<file path="src/chdr_port_pkg.sv">
// CHDR port lane definitions
`default_nettype none

package chdr_port_pkg;

  // --------------------------------------------------------------------------
  // Stream word
  // --------------------------------------------------------------------------

  localparam int chdr_w     = 64;
  localparam int beat_bytes = chdr_w / 8;

  // Header field widths
  localparam int len_w  = 16;
  localparam int epid_w = 16;

  // --------------------------------------------------------------------------
  // Transport prefix and port_info fields
  // --------------------------------------------------------------------------

  // Version 1.0, major in the upper byte
  localparam logic [15:0] rfnoc_protover = {8'd1, 8'd0};
  localparam int          portnum_w      = 8;
  localparam int          inst_w         = 8;

  localparam int pkt_cnt_w = 16;
  localparam int err_cnt_w = 8;
  localparam int info_w    = portnum_w + err_cnt_w + pkt_cnt_w;

  // CHDR header, first beat of every packet
  typedef struct packed {
    logic [5:0]        vc;
    logic              eob;
    logic              eov;
    logic [2:0]        pkt_type;
    logic [4:0]        num_mdata;
    logic [15:0]       seq_num;
    logic [len_w-1:0]  length;
    logic [epid_w-1:0] dst_epid;
  } chdr_hdr_t;

  // Same beat seen as payload or as header
  typedef union packed {
    logic [chdr_w-1:0] raw;
    chdr_hdr_t         hdr;
  } chdr_word_u;

endpackage

`default_nettype wire

</file>
<file path="src/chdr_hdr_parse.sv">
// CHDR header parse stage
`timescale 1ns/1ps
`default_nettype none

module chdr_hdr_parse (
  input  wire logic                      bus_clk,
  input  wire logic                      reset,

  input  wire chdr_port_pkg::chdr_word_u s_tdata,
  input  wire logic                      s_tlast,
  input  wire logic                      s_tvalid,
  output logic                           s_tready,

  output chdr_port_pkg::chdr_word_u      m_tdata,
  output logic                           m_tlast,
  output logic                           m_tvalid,
  output logic                           m_hdr,
  output logic                           m_len_err,
  input  wire logic                      m_tready
);

  import chdr_port_pkg::*;

  logic             sop;
  logic [len_w-1:0] len_q;
  logic [len_w-1:0] cnt_q;
  logic [len_w-1:0] cur_len;
  logic [len_w-1:0] cur_cnt;
  logic             len_bad;
  logic             s_xfer;

  assign s_tready = !m_tvalid || m_tready;
  assign s_xfer   = s_tvalid && s_tready;

  // Header beat takes length and count from the word itself
  always_comb begin
    cur_len = sop ? s_tdata.hdr.length : len_q;
    cur_cnt = sop ? len_w'(1) : cnt_q + len_w'(1);
    len_bad = 32'(cur_len) != 32'(beat_bytes) * 32'(cur_cnt);
  end

  // --------------------------------------------------------------------------
  // Packet tracking
  // --------------------------------------------------------------------------

  always_ff @(posedge bus_clk) begin
    if (reset) begin
      sop <= 1'b1;
    end else if (s_xfer) begin
      sop <= s_tlast;
    end
  end

  always_ff @(posedge bus_clk) begin
    if (s_xfer) begin
      len_q <= cur_len;
      cnt_q <= cur_cnt;
    end
  end

  // --------------------------------------------------------------------------
  // Output register
  // --------------------------------------------------------------------------

  always_ff @(posedge bus_clk) begin
    if (reset) begin
      m_tvalid <= 1'b0;
    end else if (s_tready) begin
      m_tvalid <= s_tvalid;
    end
  end

  always_ff @(posedge bus_clk) begin
    if (s_xfer) begin
      m_tdata   <= s_tdata;
      m_tlast   <= s_tlast;
      m_hdr     <= sop;
      m_len_err <= s_tlast && len_bad;
    end
  end

  a_valid_known : assert property (
    @(posedge bus_clk) disable iff (reset) !$isunknown(m_tvalid)
  );

endmodule

`default_nettype wire

</file>
<file path="src/chdr_net_encap.sv">
// Transport prefix insertion stage
`timescale 1ns/1ps
`default_nettype none

module chdr_net_encap #(
  parameter logic [chdr_port_pkg::portnum_w-1:0] portnum   = '0,
  parameter logic [chdr_port_pkg::inst_w-1:0]    node_inst = '0
) (
  input  wire logic                      bus_clk,
  input  wire logic                      reset,

  input  wire chdr_port_pkg::chdr_word_u s_tdata,
  input  wire logic                      s_tlast,
  input  wire logic                      s_tvalid,
  input  wire logic                      s_hdr,
  input  wire logic                      s_len_err,
  output logic                           s_tready,

  output chdr_port_pkg::chdr_word_u      m_tdata,
  output logic                           m_tlast,
  output logic                           m_tvalid,
  output logic                           m_len_err,
  input  wire logic                      m_tready
);

  import chdr_port_pkg::*;

  // High while the prefix is out and the header waits behind it
  logic       pend;
  chdr_word_u hold_tdata;
  logic       hold_tlast;
  logic       hold_len_err;
  chdr_word_u prefix;
  logic       s_xfer;

  assign s_tready = !pend && (!m_tvalid || m_tready);
  assign s_xfer   = s_tvalid && s_tready;

  // Version, port, instance, length, destination EPID
  assign prefix.raw = {rfnoc_protover, portnum, node_inst,
                       s_tdata.hdr.length, s_tdata.hdr.dst_epid};

  // --------------------------------------------------------------------------
  // Control
  // --------------------------------------------------------------------------

  always_ff @(posedge bus_clk) begin
    if (reset) begin
      m_tvalid <= 1'b0;
      pend     <= 1'b0;
    end else if (s_xfer) begin
      m_tvalid <= 1'b1;
      pend     <= s_hdr;
    end else if (m_tready) begin
      // Prefix leaving keeps valid up for the held header
      m_tvalid <= pend;
      pend     <= 1'b0;
    end
  end

  // --------------------------------------------------------------------------
  // Data path
  // --------------------------------------------------------------------------

  always_ff @(posedge bus_clk) begin
    if (s_xfer) begin
      if (s_hdr) begin
        m_tdata      <= prefix;
        m_tlast      <= 1'b0;
        m_len_err    <= 1'b0;
        hold_tdata   <= s_tdata;
        hold_tlast   <= s_tlast;
        hold_len_err <= s_len_err;
      end else begin
        m_tdata   <= s_tdata;
        m_tlast   <= s_tlast;
        m_len_err <= s_len_err;
      end
    end else if (pend && m_tready) begin
      m_tdata   <= hold_tdata;
      m_tlast   <= hold_tlast;
      m_len_err <= hold_len_err;
    end
  end

  a_hold_stall : assert property (
    @(posedge bus_clk) disable iff (reset)
    m_tvalid && !m_tready |=> $stable(m_tdata.raw)
  );

endmodule

`default_nettype wire

</file>
<file path="src/chdr_port_stats.sv">
// Output slice and port statistics
`timescale 1ns/1ps
`default_nettype none

module chdr_port_stats #(
  parameter logic [chdr_port_pkg::portnum_w-1:0] portnum = '0
) (
  input  wire logic                          bus_clk,
  input  wire logic                          reset,

  input  wire chdr_port_pkg::chdr_word_u     s_tdata,
  input  wire logic                          s_tlast,
  input  wire logic                          s_tvalid,
  input  wire logic                          s_len_err,
  output logic                               s_tready,

  output chdr_port_pkg::chdr_word_u          m_tdata,
  output logic                               m_tlast,
  output logic                               m_tvalid,
  input  wire logic                          m_tready,

  output logic [chdr_port_pkg::info_w-1:0]   port_info
);

  import chdr_port_pkg::*;

  logic                 len_err_q;
  logic [pkt_cnt_w-1:0] pkt_cnt;
  logic [err_cnt_w-1:0] err_cnt;
  logic                 m_eop;

  assign s_tready = !m_tvalid || m_tready;
  assign m_eop    = m_tvalid && m_tready && m_tlast;

  always_ff @(posedge bus_clk) begin
    if (reset) begin
      m_tvalid <= 1'b0;
    end else if (s_tready) begin
      m_tvalid <= s_tvalid;
    end
  end

  always_ff @(posedge bus_clk) begin
    if (s_tvalid && s_tready) begin
      m_tdata   <= s_tdata;
      m_tlast   <= s_tlast;
      len_err_q <= s_len_err;
    end
  end

  // --------------------------------------------------------------------------
  // Counters, both wrap
  // --------------------------------------------------------------------------

  always_ff @(posedge bus_clk) begin
    if (reset) begin
      pkt_cnt <= '0;
      err_cnt <= '0;
    end else if (m_eop) begin
      pkt_cnt <= pkt_cnt + 1'b1;
      if (len_err_q) begin
        err_cnt <= err_cnt + 1'b1;
      end
    end
  end

  assign port_info = {portnum, err_cnt, pkt_cnt};

  a_pkt_cnt_step : assert property (
    @(posedge bus_clk) disable iff (reset)
    !$stable(pkt_cnt) |-> $past(m_eop)
  );

endmodule

`default_nettype wire

</file>
<file path="src/chdr_port_top.sv">
// CHDR transport port lane
`timescale 1ns/1ps
`default_nettype none

module chdr_port_top #(
  parameter logic [chdr_port_pkg::portnum_w-1:0] portnum   = '0,
  parameter logic [chdr_port_pkg::inst_w-1:0]    node_inst = '0
) (
  input  wire logic                        bus_clk,
  input  wire logic                        reset,

  // From the crossbar
  input  wire chdr_port_pkg::chdr_word_u   v2e_tdata,
  input  wire logic                        v2e_tlast,
  input  wire logic                        v2e_tvalid,
  output logic                             v2e_tready,

  // Toward the network
  output chdr_port_pkg::chdr_word_u        net_tdata,
  output logic                             net_tlast,
  output logic                             net_tvalid,
  input  wire logic                        net_tready,

  output logic [chdr_port_pkg::info_w-1:0] port_info
);

  import chdr_port_pkg::*;

  chdr_word_u hp_tdata;
  logic       hp_tlast;
  logic       hp_tvalid;
  logic       hp_tready;
  logic       hp_hdr;
  logic       hp_len_err;

  chdr_word_u en_tdata;
  logic       en_tlast;
  logic       en_tvalid;
  logic       en_tready;
  logic       en_len_err;

  chdr_hdr_parse u_chdr_hdr_parse (
    .bus_clk   (bus_clk),
    .reset     (reset),
    .s_tdata   (v2e_tdata),
    .s_tlast   (v2e_tlast),
    .s_tvalid  (v2e_tvalid),
    .s_tready  (v2e_tready),
    .m_tdata   (hp_tdata),
    .m_tlast   (hp_tlast),
    .m_tvalid  (hp_tvalid),
    .m_hdr     (hp_hdr),
    .m_len_err (hp_len_err),
    .m_tready  (hp_tready)
  );

  chdr_net_encap #(
    .portnum   (portnum),
    .node_inst (node_inst)
  ) u_chdr_net_encap (
    .bus_clk   (bus_clk),
    .reset     (reset),
    .s_tdata   (hp_tdata),
    .s_tlast   (hp_tlast),
    .s_tvalid  (hp_tvalid),
    .s_hdr     (hp_hdr),
    .s_len_err (hp_len_err),
    .s_tready  (hp_tready),
    .m_tdata   (en_tdata),
    .m_tlast   (en_tlast),
    .m_tvalid  (en_tvalid),
    .m_len_err (en_len_err),
    .m_tready  (en_tready)
  );

  chdr_port_stats #(
    .portnum   (portnum)
  ) u_chdr_port_stats (
    .bus_clk   (bus_clk),
    .reset     (reset),
    .s_tdata   (en_tdata),
    .s_tlast   (en_tlast),
    .s_tvalid  (en_tvalid),
    .s_len_err (en_len_err),
    .s_tready  (en_tready),
    .m_tdata   (net_tdata),
    .m_tlast   (net_tlast),
    .m_tvalid  (net_tvalid),
    .m_tready  (net_tready),
    .port_info (port_info)
  );

endmodule

`default_nettype wire

</file>
<file path="config.mk">
export PLATFORM = sky130hd
export DESIGN_NAME = chdr_port_top
export DESIGN_NICKNAME = d
export VERILOG_FILES = /design/src/chdr_port_pkg.sv /design/src/chdr_hdr_parse.sv /design/src/chdr_net_encap.sv /design/src/chdr_port_stats.sv /design/src/chdr_port_top.sv
export SDC_FILE = /design/constraint.sdc
export NUM_CORES = 1
export LEC_CHECK = 0
export BUFFER_PORTS_ARGS = -buffer_cell sky130_fd_sc_hd__buf_2
export CAP_MARGIN = 5
export CORE_MARGIN = 10
export CORE_UTILIZATION = 25
export DETAILED_ROUTE_END_ITERATION = 10
export PLACE_DENSITY = 0.5
export SLEW_MARGIN = 20
export SYNTH_ARGS = -nofsm -noshare
export SYNTH_HDL_FRONTEND = slang
export SYNTH_SLANG_ARGS = --single-unit
</file>
<file path="constraint.sdc">
create_clock -name bus_clk -period 5.85 [get_ports bus_clk]
set_input_delay 0.585 -clock bus_clk [delete_from_list [all_inputs] [get_ports bus_clk]]
set_output_delay 0.585 -clock bus_clk [all_outputs]
set_load 0.02 [all_outputs]
</file>
### Word-level counts from Yosys, hierarchy flattened

Cells that the tools add are included.

* register bits: 326
* logic and storage cells: 60
* output and inout bits: 99
* input bits: 69

* reduce and logical (&&, ||, !) cells: 19
* mux-type cells: 15
* eq/ne operators: 1
* $add $sub $neg: 3

Operators with widths (number)
* 64-bit 2-to-1 mux: 3
* 16-bit by 1-bit adder with 16-bit output (second input constant): 2
* 16-bit 2-to-1 mux: 2
* 16-bit by 19-bit != test with 1-bit output: 1
* 1-bit 2-to-1 mux: 10
* 8-bit by 1-bit adder with 8-bit output (second input constant): 1
* 1-bit logical AND: 8
* 1-bit zero test: 4
* 2-bit AND reduction: 2
* 2-bit nonzero test: 2
* 1-bit logical OR: 3

### Longest topological paths before layout

Gate-level depths: netlist of the first run.

* depth in word-level cells: 6
* gate-level depth with buffers: 8
* gate-level depth less buffers: 7

### Cells and area by module

From an unflattened synthesis of the first run, not the netlist that was laid out.

* cell total of the unflattened synthesis: 733
* area, all modules: 12293.0 µm²

Modules (own cells, without submodules)
* chdr_net_encap: area an instance 5175.0 µm², cells an instance 297, times used 1, sequential area each 4003.8 µm²
* chdr_hdr_parse: area an instance 3960.0 µm², cells an instance 236, times used 1, sequential area each 3012.9 µm²
* chdr_port_stats: area an instance 3158.0 µm², cells an instance 200, times used 1, sequential area each 2482.4 µm²

### Least setup slack after synthesis of the first run

Ideal clock, no wire load.

* kind: input to register
* from: input net_tready
* to: register u_chdr_net_encap.m_len_err, enable pin
* stages: 2
* arrival: 5.367 ns
* path buffers: 0
* setup slack: -0.101 ns
* path through: nor2b_1 o21ai_0

* cells in the longest elaborated chain, start to end: 5
* elaborated cells between the ends (all ways): 6

RTL lines
* start, declared: line chdr_port_top.sv:22 `input wire logic net_tready,`
* 1-bit logical OR (*): line chdr_port_stats.sv:32 `assign s_tready = !m_tvalid || m_tready;`
* 1-bit logical OR: line chdr_net_encap.sv:36 `assign s_tready = !pend && (!m_tvalid || m_tready);`
* 1-bit logical AND: line chdr_net_encap.sv:36
* 1-bit logical AND: line chdr_net_encap.sv:37 `assign s_xfer = s_tvalid && s_tready;`
* 2-bit nonzero test (no line) (*)
* end signal, assigned: line chdr_net_encap.sv:77 `m_len_err <= s_len_err;`
* end signal, assigned: line chdr_net_encap.sv:82 `m_len_err <= hold_len_err;`
* end, declared: line chdr_net_encap.sv:22 `output logic m_len_err,`

Mark *: on every way between the ends. The rest lies on a longest branch, timed or not.
A chain may end at the register's enable or synchronous reset.

### Final worst setup path of the first run

* from: register u_chdr_hdr_parse.sop
* to: register u_chdr_hdr_parse.m_len_err (data pin)

* cells in the longest elaborated chain, start to end: 3
* elaborated cells between the ends (all ways): 4

RTL lines
* start, declared: line chdr_hdr_parse.sv:24 `logic sop;`
* start signal, assigned: line chdr_hdr_parse.sv:50 `sop <= s_tlast;`
* 16-bit 2-to-1 mux: line chdr_hdr_parse.sv:38 `cur_cnt = sop ? len_w'(1) : cnt_q + len_w'(1);`
* net u_chdr_hdr_parse.cur_cnt[4]: line chdr_hdr_parse.sv:28 `logic [len_w-1:0] cur_cnt;`
* 16-bit by 19-bit != test with 1-bit output: line chdr_hdr_parse.sv:39 `len_bad = 32'(cur_len) != 32'(beat_bytes) * 32'(cur_cnt);`
* 1-bit logical AND: line chdr_hdr_parse.sv:78 `m_len_err <= s_tlast && len_bad;`
* end signal, assigned: line chdr_hdr_parse.sv:78
* end, declared: line chdr_hdr_parse.sv:18 `output logic m_len_err,`

The timed path passes the listed nets, and every way through them passes these cells.

==> impl_metrics.py, run 1 <==
metrics = {
    "run_status": {
        "status": "finished clean",
    },
    "logic_synthesis": {
        "synth_top_area_frac": 0.750,
        "synthFlopType": "edfxtp_1",
        "synth.yosys.warnings": 0,
        "syn_area_um2": 11900,
        "yosysTopAreaCell": "edfxtp_1",
        "ys_top_cells_by_count": "edfxtp_1 (297), nand2_1 (84), mux2_2 (48), nor2_1 (43), o21ai_0 (40)",
        "synth_area_leaders": "edfxtp_1 (75%), dfxtp_1 (4.9%), mux2_2 (4.5%), nand2_1 (2.7%), xor2_1 (1.8%)",
        "synthArstFlopShare": 0,
        "ys_ff_latch": 326,
        "yosysMostFrequentCell": "edfxtp_1",
        "ys_seq_area_frac": 0.799,
        "synth-edff-count": 297,
        "synth.distinct_cells": 44,
        "synth_area_per_cell_um2": 16.7,
        "netlist_instances": 714,
    },
    "power": {
        "powerDensity_nw_per_um2": 355,
        "p_leak_nw": 5.16,
        "ir_worst_vdd_mv": 0.150,
    },
    "detailed_routing": {
        "drt-pass1-iter-count": 5,
        "drc_errors": 0,
        "viasPerCell": 4.04,
        "via_count": 6139,
        "first_iter_violations": 412,
        "drtAntennaViolNets": 0,
        "wl_per_cell_um": 16.7,
        "wl_um": 25400,
    },
    "layout": {
        "drive_gt1_frac": 0.297,
        "n_antenna_cell": 0,
        "nFillCells": 4677,
        "syn_to_final_growth_pct": 21.9,
        "final_nets": 959,
        "fin_cells": 1519,
    },
    "sta": {
        "tns_ns": 0,
        "setup_viol": 0,
        "skew_ns": 0.0211,
        "worst_slew_pin_slew_ns": 0.943,
        "fmax_mhz": 342,
        "rsz0062_at_grt": "no",
        "hold_violations": 0,
        "fin_crit_ns": 2.92,
        "drv_slew": 0,
        "period_share": 0.499,
        "slew_headroom": 0.371,
    },
    "worst_setup_path": {
        "rrSetupSlack_ns": 2.93,
        "critPathMaxFanout": 29,
        "cp_slowest_cell": "dfxtp_1",
        "cpPeakStageDelay_ns": 0.76,
        "end_kind": "flip-flop",
        "critPathRequiredTime_ns": 6.10,
        "worst_setup_path_start_kind": "flip-flop",
        "crit_chain": "buf_4, nor2_1, mux2_2, xor2_1, a2111oi_2, nand4_1, o41a_1",
        "r2r_cells": 7,
        "crit-reg2reg-capture": "u_chdr_hdr_parse.m_len_err$_DFFE_PP_",
        "cp.arrival_ns": 3.17,
        "setup.worst_path.class": "reg -> reg",
        "critical_path.startpoint": "u_chdr_hdr_parse.sop$_SDFFE_PP1P_",
        "cp-endpoint": "u_chdr_hdr_parse.m_len_err$_DFFE_PP_",
        "r2r-start": "u_chdr_hdr_parse.sop$_SDFFE_PP1P_",
    },
    "clock_tree": {
        "cts_buffer_depth": 3,
        "cts_tree": "yes",
        "path_clk_slew_ns": 0.06,
        "cts_resized": 0,
        "cts_max_level": 2,
        "root_buffer": "clkbuf_16",
        "cts_hold_buf": 0,
        "cts_inserted_buffers": 35,
        "worst_skew_pair.late_latency_ns": 0.52,
        "clock-sinks": 326,
        "postCtsSetupRepairBufs": 0,
    },
    "floorplanning": {
        "num_rows": 79,
        "die_y_um": 238,
        "design.portCount": 168,
        "dieArea_um2": 56700,
        "start_util": 0.254,
        "fp.dieW_um": 238,
        "core_area_um2": 46800,
    },
    "global_route": {
        "antenna_found_initial": 7,
        "grt_pass1_wl_um": 38800,
        "grt_max_degree": 75,
        "busiest_layer": "met2",
        "use_met1": 0.104,
        "use_met2": 0.151,
        "track_usage": 0.0883,
        "grt_pass1_vias": 6335,
        "grt_use_met3": 0.0258,
        "grt-ovfl-total": 0,
    },
    "min_path": {
        "min_path_type": "in -> reg",
    },
    "placement": {
        "post-dp-hpwl_um": 17100,
        "port_buffers": 159,
        "post-place-cells": 1457,
        "routabilityCongestion": 0.757,
    },
    "job": {
        "maxCapViolCount": 0,
    },
}
cell families (layout without fill, tap and decap cells):
group	count (synthesis)	in the layout	synth area share
AO/OA/AOI/OAI	58	58	0.0280
XOR/XNOR	39	39	0.0294
adder cells (fa/ha/maj)	3	3	0.00316
buffers and inverters	43	234	0.0170
flip-flops	326	326	0.799
multiplexers	52	52	0.0488
other	1	8	0.000315
AND/OR/NAND/NOR	192	192	0.0747
through the flow:
stage	cell area, µm²	total power [mW]	setup slack [ns]	utilization	hold WS (ns)
global placement	13400	3.04	2.60	0.286	0.403
CTS	14500	5.23	2.53	0.310	0.208
floorplan	11900	2.94	1.27	-	0.400
detailed placement	13400	3.05	2.54	0.286	0.405
finish	14500	5.14	2.93	0.310	0.241
global route	14500	5.36	2.70	0.310	0.212
registers in the layout, summed over array words and instances, names as in the netlist:
name                           flops
u_chdr_port_stats.len_err_q        1
u_chdr_net_encap.hold_tdata       64
u_chdr_port_stats.m_tvalid         1
u_chdr_port_stats.m_tlast          1
u_chdr_net_encap.hold_len_err      1
u_chdr_hdr_parse.sop               1
u_chdr_hdr_parse.m_hdr             1
u_chdr_hdr_parse.cnt_q            16
u_chdr_hdr_parse.m_len_err         1
u_chdr_net_encap.hold_tlast        1
u_chdr_port_stats.pkt_cnt         16
u_chdr_hdr_parse.len_q            16
u_chdr_net_encap.m_tlast           1
u_chdr_net_encap.m_tvalid          1
u_chdr_net_encap.m_tdata          64
u_chdr_net_encap.m_len_err         1
u_chdr_hdr_parse.m_tlast           1
u_chdr_port_stats.err_cnt          8
u_chdr_port_stats.m_tdata         64
u_chdr_net_encap.pend              1
u_chdr_hdr_parse.m_tvalid          1
u_chdr_hdr_parse.m_tdata          64
worst min path at each step:
stage | startpoint | to | slack [ns] | cells after the start
6_report | v2e_tdata[5] | u_chdr_hdr_parse.m_tdata[5]$_DFFE_PP_ | 0.24 | 1
5_1_grt | v2e_tdata[5] | u_chdr_hdr_parse.m_tdata[5]$_DFFE_PP_ | 0.21 | 1
4_1_cts | v2e_tdata[5] | u_chdr_hdr_parse.m_tdata[5]$_DFFE_PP_ | 0.21 | 1
3_5_place_dp | u_chdr_net_encap.m_tdata[14]$_DFFE_PP_ | u_chdr_port_stats.m_tdata[14]$_DFFE_PP_ | 0.40 | 0
3_3_place_gp | u_chdr_net_encap.m_tdata[24]$_DFFE_PP_ | u_chdr_port_stats.m_tdata[24]$_DFFE_PP_ | 0.40 | 0
2_1_floorplan | u_chdr_net_encap.m_len_err$_DFFE_PP_ | u_chdr_port_stats.len_err_q$_DFFE_PP_ | 0.40 | 0
critical path: cells and delay by family, from the launching register on:
family / cells / cell delay, ns
compound gates: 2 / 0.80
xor+xnor: 1 / 0.15
buf+inv: 1 / 0.43
simple gates: 2 / 0.22
mux: 1 / 0.29
flops: 1 / 0.76
final cells by class:
cell class	count	area, µm²	area share
Sequential cell	326	9500	0.655
Multi-Input combinational cell	352	2250	0.156
Tap cell	607	759	0.0524
Inverter	7	26.3	0.00181
Clock buffer	44	941	0.0649
Timing Repair Buffer	165	841	0.0580
Clock inverter	18	176	0.0122
layout by cell type (no fill, tap or decap), drive strengths merged, types with 4 or more instances in the layout:
cell type | Yosys | final
inv | 6 | 8
nand4 | 13 | 13
nor2b | 6 | 6
mux2i | 4 | 4
nor4 | 6 | 6
edfxtp | 297 | 297
mux2 | 48 | 48
a21oi | 8 | 8
conb | 1 | 8
dfxtp | 29 | 29
nor2 | 43 | 43
xnor2 | 15 | 15
o21ai | 40 | 40
nand3 | 14 | 14
clkinv | 1 | 12
xor2 | 24 | 24
nand2 | 84 | 84
and4 | 5 | 5
clkbuf | 23 | 44
buf | 13 | 165
and3 | 7 | 7
metal layers:
metal	routed length (µm)	vias to the layer above
met4	564	8
met5	48	-
met2	12700	134
li1	-	2990
met1	10500	2953
met3	1580	54
power breakdown:
group	internal, mW	leakage [nW]	switching [mW]	total [mW]
combinational	0.0842	1.57	0.167	0.251
sequential	2.69	3.05	0.0499	2.74
clock	1.28	0.540	0.875	2.15
total	4.05	5.16	1.09	5.14
Power figures use the tool's default switching activity.
==> run 2: changes to the inputs <==
--- a/config.mk
+++ b/config.mk
@@ -10,7 +10,7 @@
 export CORE_MARGIN = 10
 export CORE_UTILIZATION = 25
 export DETAILED_ROUTE_END_ITERATION = 10
-export PLACE_DENSITY = 0.5
+export PLACE_DENSITY = 0.48
 export SLEW_MARGIN = 20
 export SYNTH_ARGS = -nofsm -noshare
 export SYNTH_HDL_FRONTEND = slang
==> constraint.sdc (replaced) <==
create_clock -name bus_clk -period 2.97 [get_ports bus_clk]
set_input_delay 0.297 -clock bus_clk [delete_from_list [all_inputs] [get_ports bus_clk]]
set_output_delay 0.297 -clock bus_clk [all_outputs]
set_load 0.02 [all_outputs]
==> impl_metrics.py, run 2 (synthesized netlist as in run 1, its figures left out) <==
metrics = {
    "global_route": {
        "grt-ovfl-total": 0,
        "antenna_found_initial": 1,
        "grt_max_degree": 102,
        "grt_pass1_wl_um": 41000,
        "track_usage": 0.0934,
        "grt_pass1_vias": 6786,
    },
    "sta": {
        "fin_ws_ns": 0.243,
        "setup_viol": 0,
        "slew_headroom": 0.543,
        "skew_ns": 0.0239,
        "fin_crit_ns": 2.73,
        "worst_slew_pin_slew_ns": 0.685,
        "period_share": 0.918,
        "rsz0062_at_grt": "no",
        "fmax_mhz": 367,
        "tns_ns": 0,
        "drv_slew": 0,
        "hold_violations": 0,
    },
    "placement": {
        "routabilityCongestion": 0.734,
        "place_area_um2": 13500,
        "dp_slack_ns": 0.251,
        "port_buffers": 159,
        "post-dp-hpwl_um": 17300,
    },
    "clock_tree": {
        "cts_resized": 0,
        "cts_buffer_depth": 3,
        "cts_inserted_buffers": 38,
        "cts_tree": "yes",
        "root_buffer": "clkbuf_16",
        "cts_max_level": 2,
        "clock-sinks": 326,
        "worst_skew_pair.late_latency_ns": 0.55,
        "path_clk_slew_ns": 0.06,
    },
    "detailed_routing": {
        "wl_per_cell_um": 16.6,
        "viasPerCell": 4.11,
        "drtAntennaViolNets": 0,
        "via_count": 6581,
        "drt-pass1-iter-count": 4,
        "first_iter_violations": 409,
        "wl_um": 26600,
        "drc_errors": 0,
    },
    "min_path": {
        "min_delay_worst_endpoint": "u_chdr_port_stats.m_tvalid$_SDFFE_PP0N_",
        "min_from": "net_tready",
        "whs_path_depth": 4,
        "min_path_type": "in -> reg",
    },
    "worst_setup_path": {
        "end_kind": "flip-flop",
        "worst_setup_path_start_kind": "flip-flop",
        "r2r-start": "u_chdr_hdr_parse.cnt_q[1]$_DFFE_PP_",
        "critPathMaxFanout": 5,
        "r2r_cells": 7,
        "crit-reg2reg-capture": "u_chdr_hdr_parse.m_len_err$_DFFE_PP_",
        "cp.arrival_ns": 3.01,
        "critPathRequiredTime_ns": 3.26,
        "setup.worst_path.class": "reg -> reg",
        "rrSetupSlack_ns": 0.24,
    },
    "layout": {
        "nFillCells": 4551,
        "syn_to_final_growth_pct": 30.3,
        "final_nets": 1038,
        "layout_common_cells": "edfxtp_1 (297), buf_2 (159), nand2_1 (83)",
        "drive_gt1_frac": 0.292,
        "final_common_cell": "edfxtp_1",
        "final_area_um2": 15500,
        "final_core_util": 0.331,
        "n_antenna_cell": 0,
    },
    "floorplanning": {
        "start_util": 0.254,
        "die_y_um": 238,
        "num_rows": 79,
        "dieArea_um2": 56700,
        "core_area_um2": 46800,
        "fp.dieW_um": 238,
        "design.portCount": 168,
    },
    "power": {
        "ir_worst_vdd_mv": 0.300,
        "power_mw": 10.8,
        "powerDensity_nw_per_um2": 697,
        "p_leak_nw": 5.59,
    },
    "job": {
        "maxCapViolCount": 0,
    },
    "run_status": {
        "status": "finished clean",
    },
}
## run 2: cell types whose count changed in the layout (fill, tap and decap cells not counted), moves of 2 or more
cell / delta
clkinvlp_4: +2
buf_4: +3
clkbuf_16: +3
clkinv_4: +2
buf_12: +7
bufinv_16: +2
dlygate4sd3_1: +66
clkbuf_1: -3
## run 2: cell type report
type,count,area (µm²),share of cell area
Sequential cell,326,9500,0.613
Multi-Input combinational cell,352,2250,0.146
Timing Repair Buffer,241,1660,0.107
Clock buffer,43,991,0.0640
Tap cell,607,759,0.0490
Clock inverter,27,298,0.0192
Inverter,7,26.3,0.00170
## run 2: timing repair
action,in CTS,in global routing
hold buffers,66,0
hold endpoints to repair,66,0
buffers inserted,0,0
## run 2: critical path: stages, from the launching register on
cell       delay, ns
edfxtp_1        0.45
ha_1            0.29
xnor2_2         0.17
xnor2_1         0.12
or4_1           0.42
a2111oi_2       0.42
nand4_1         0.15
o41a_1          0.44
## run 2: worst max path at each step
stage                                            startpoint                                   end  slack [ns]  depth (start not counted)
CTS                     u_chdr_hdr_parse.cnt_q[1]$_DFFE_PP_  u_chdr_hdr_parse.m_len_err$_DFFE_PP_        0.21                          7
global route            u_chdr_hdr_parse.cnt_q[1]$_DFFE_PP_  u_chdr_hdr_parse.m_len_err$_DFFE_PP_        0.08                          7
global placement        u_chdr_hdr_parse.cnt_q[1]$_DFFE_PP_  u_chdr_hdr_parse.m_len_err$_DFFE_PP_        0.31                          7
floorplan           u_chdr_port_stats.m_tvalid$_SDFFE_PP0N_     u_chdr_hdr_parse.sop$_SDFFE_PP1P_        0.14                          6
detailed placement      u_chdr_hdr_parse.cnt_q[1]$_DFFE_PP_  u_chdr_hdr_parse.m_len_err$_DFFE_PP_        0.25                          7
finish                  u_chdr_hdr_parse.cnt_q[1]$_DFFE_PP_  u_chdr_hdr_parse.m_len_err$_DFFE_PP_        0.24                          7
## run 2: per-layer routing
metal,vias up,share of wire,global-route usage
li1,3166,-,-
met1,3217,0.42,0.111
met3,49,0.057,0.0265
met2,149,0.50,0.159
met4,0,0.024,0.0340
met5,-,0,0
## run 2: power breakdown
group          internal, mW  switching [mW]
logic                 0.248           0.364
registers              5.29          0.0914
clock network          2.87            1.93
## run 2: per-stage QoR
stage,cells,hold WS [ns]
finish,1603,0.231
global route,1603,0.237
CTS,1603,0.182
detailed placement,1467,0.405
global placement,1465,0.401
floorplan,721,0.396
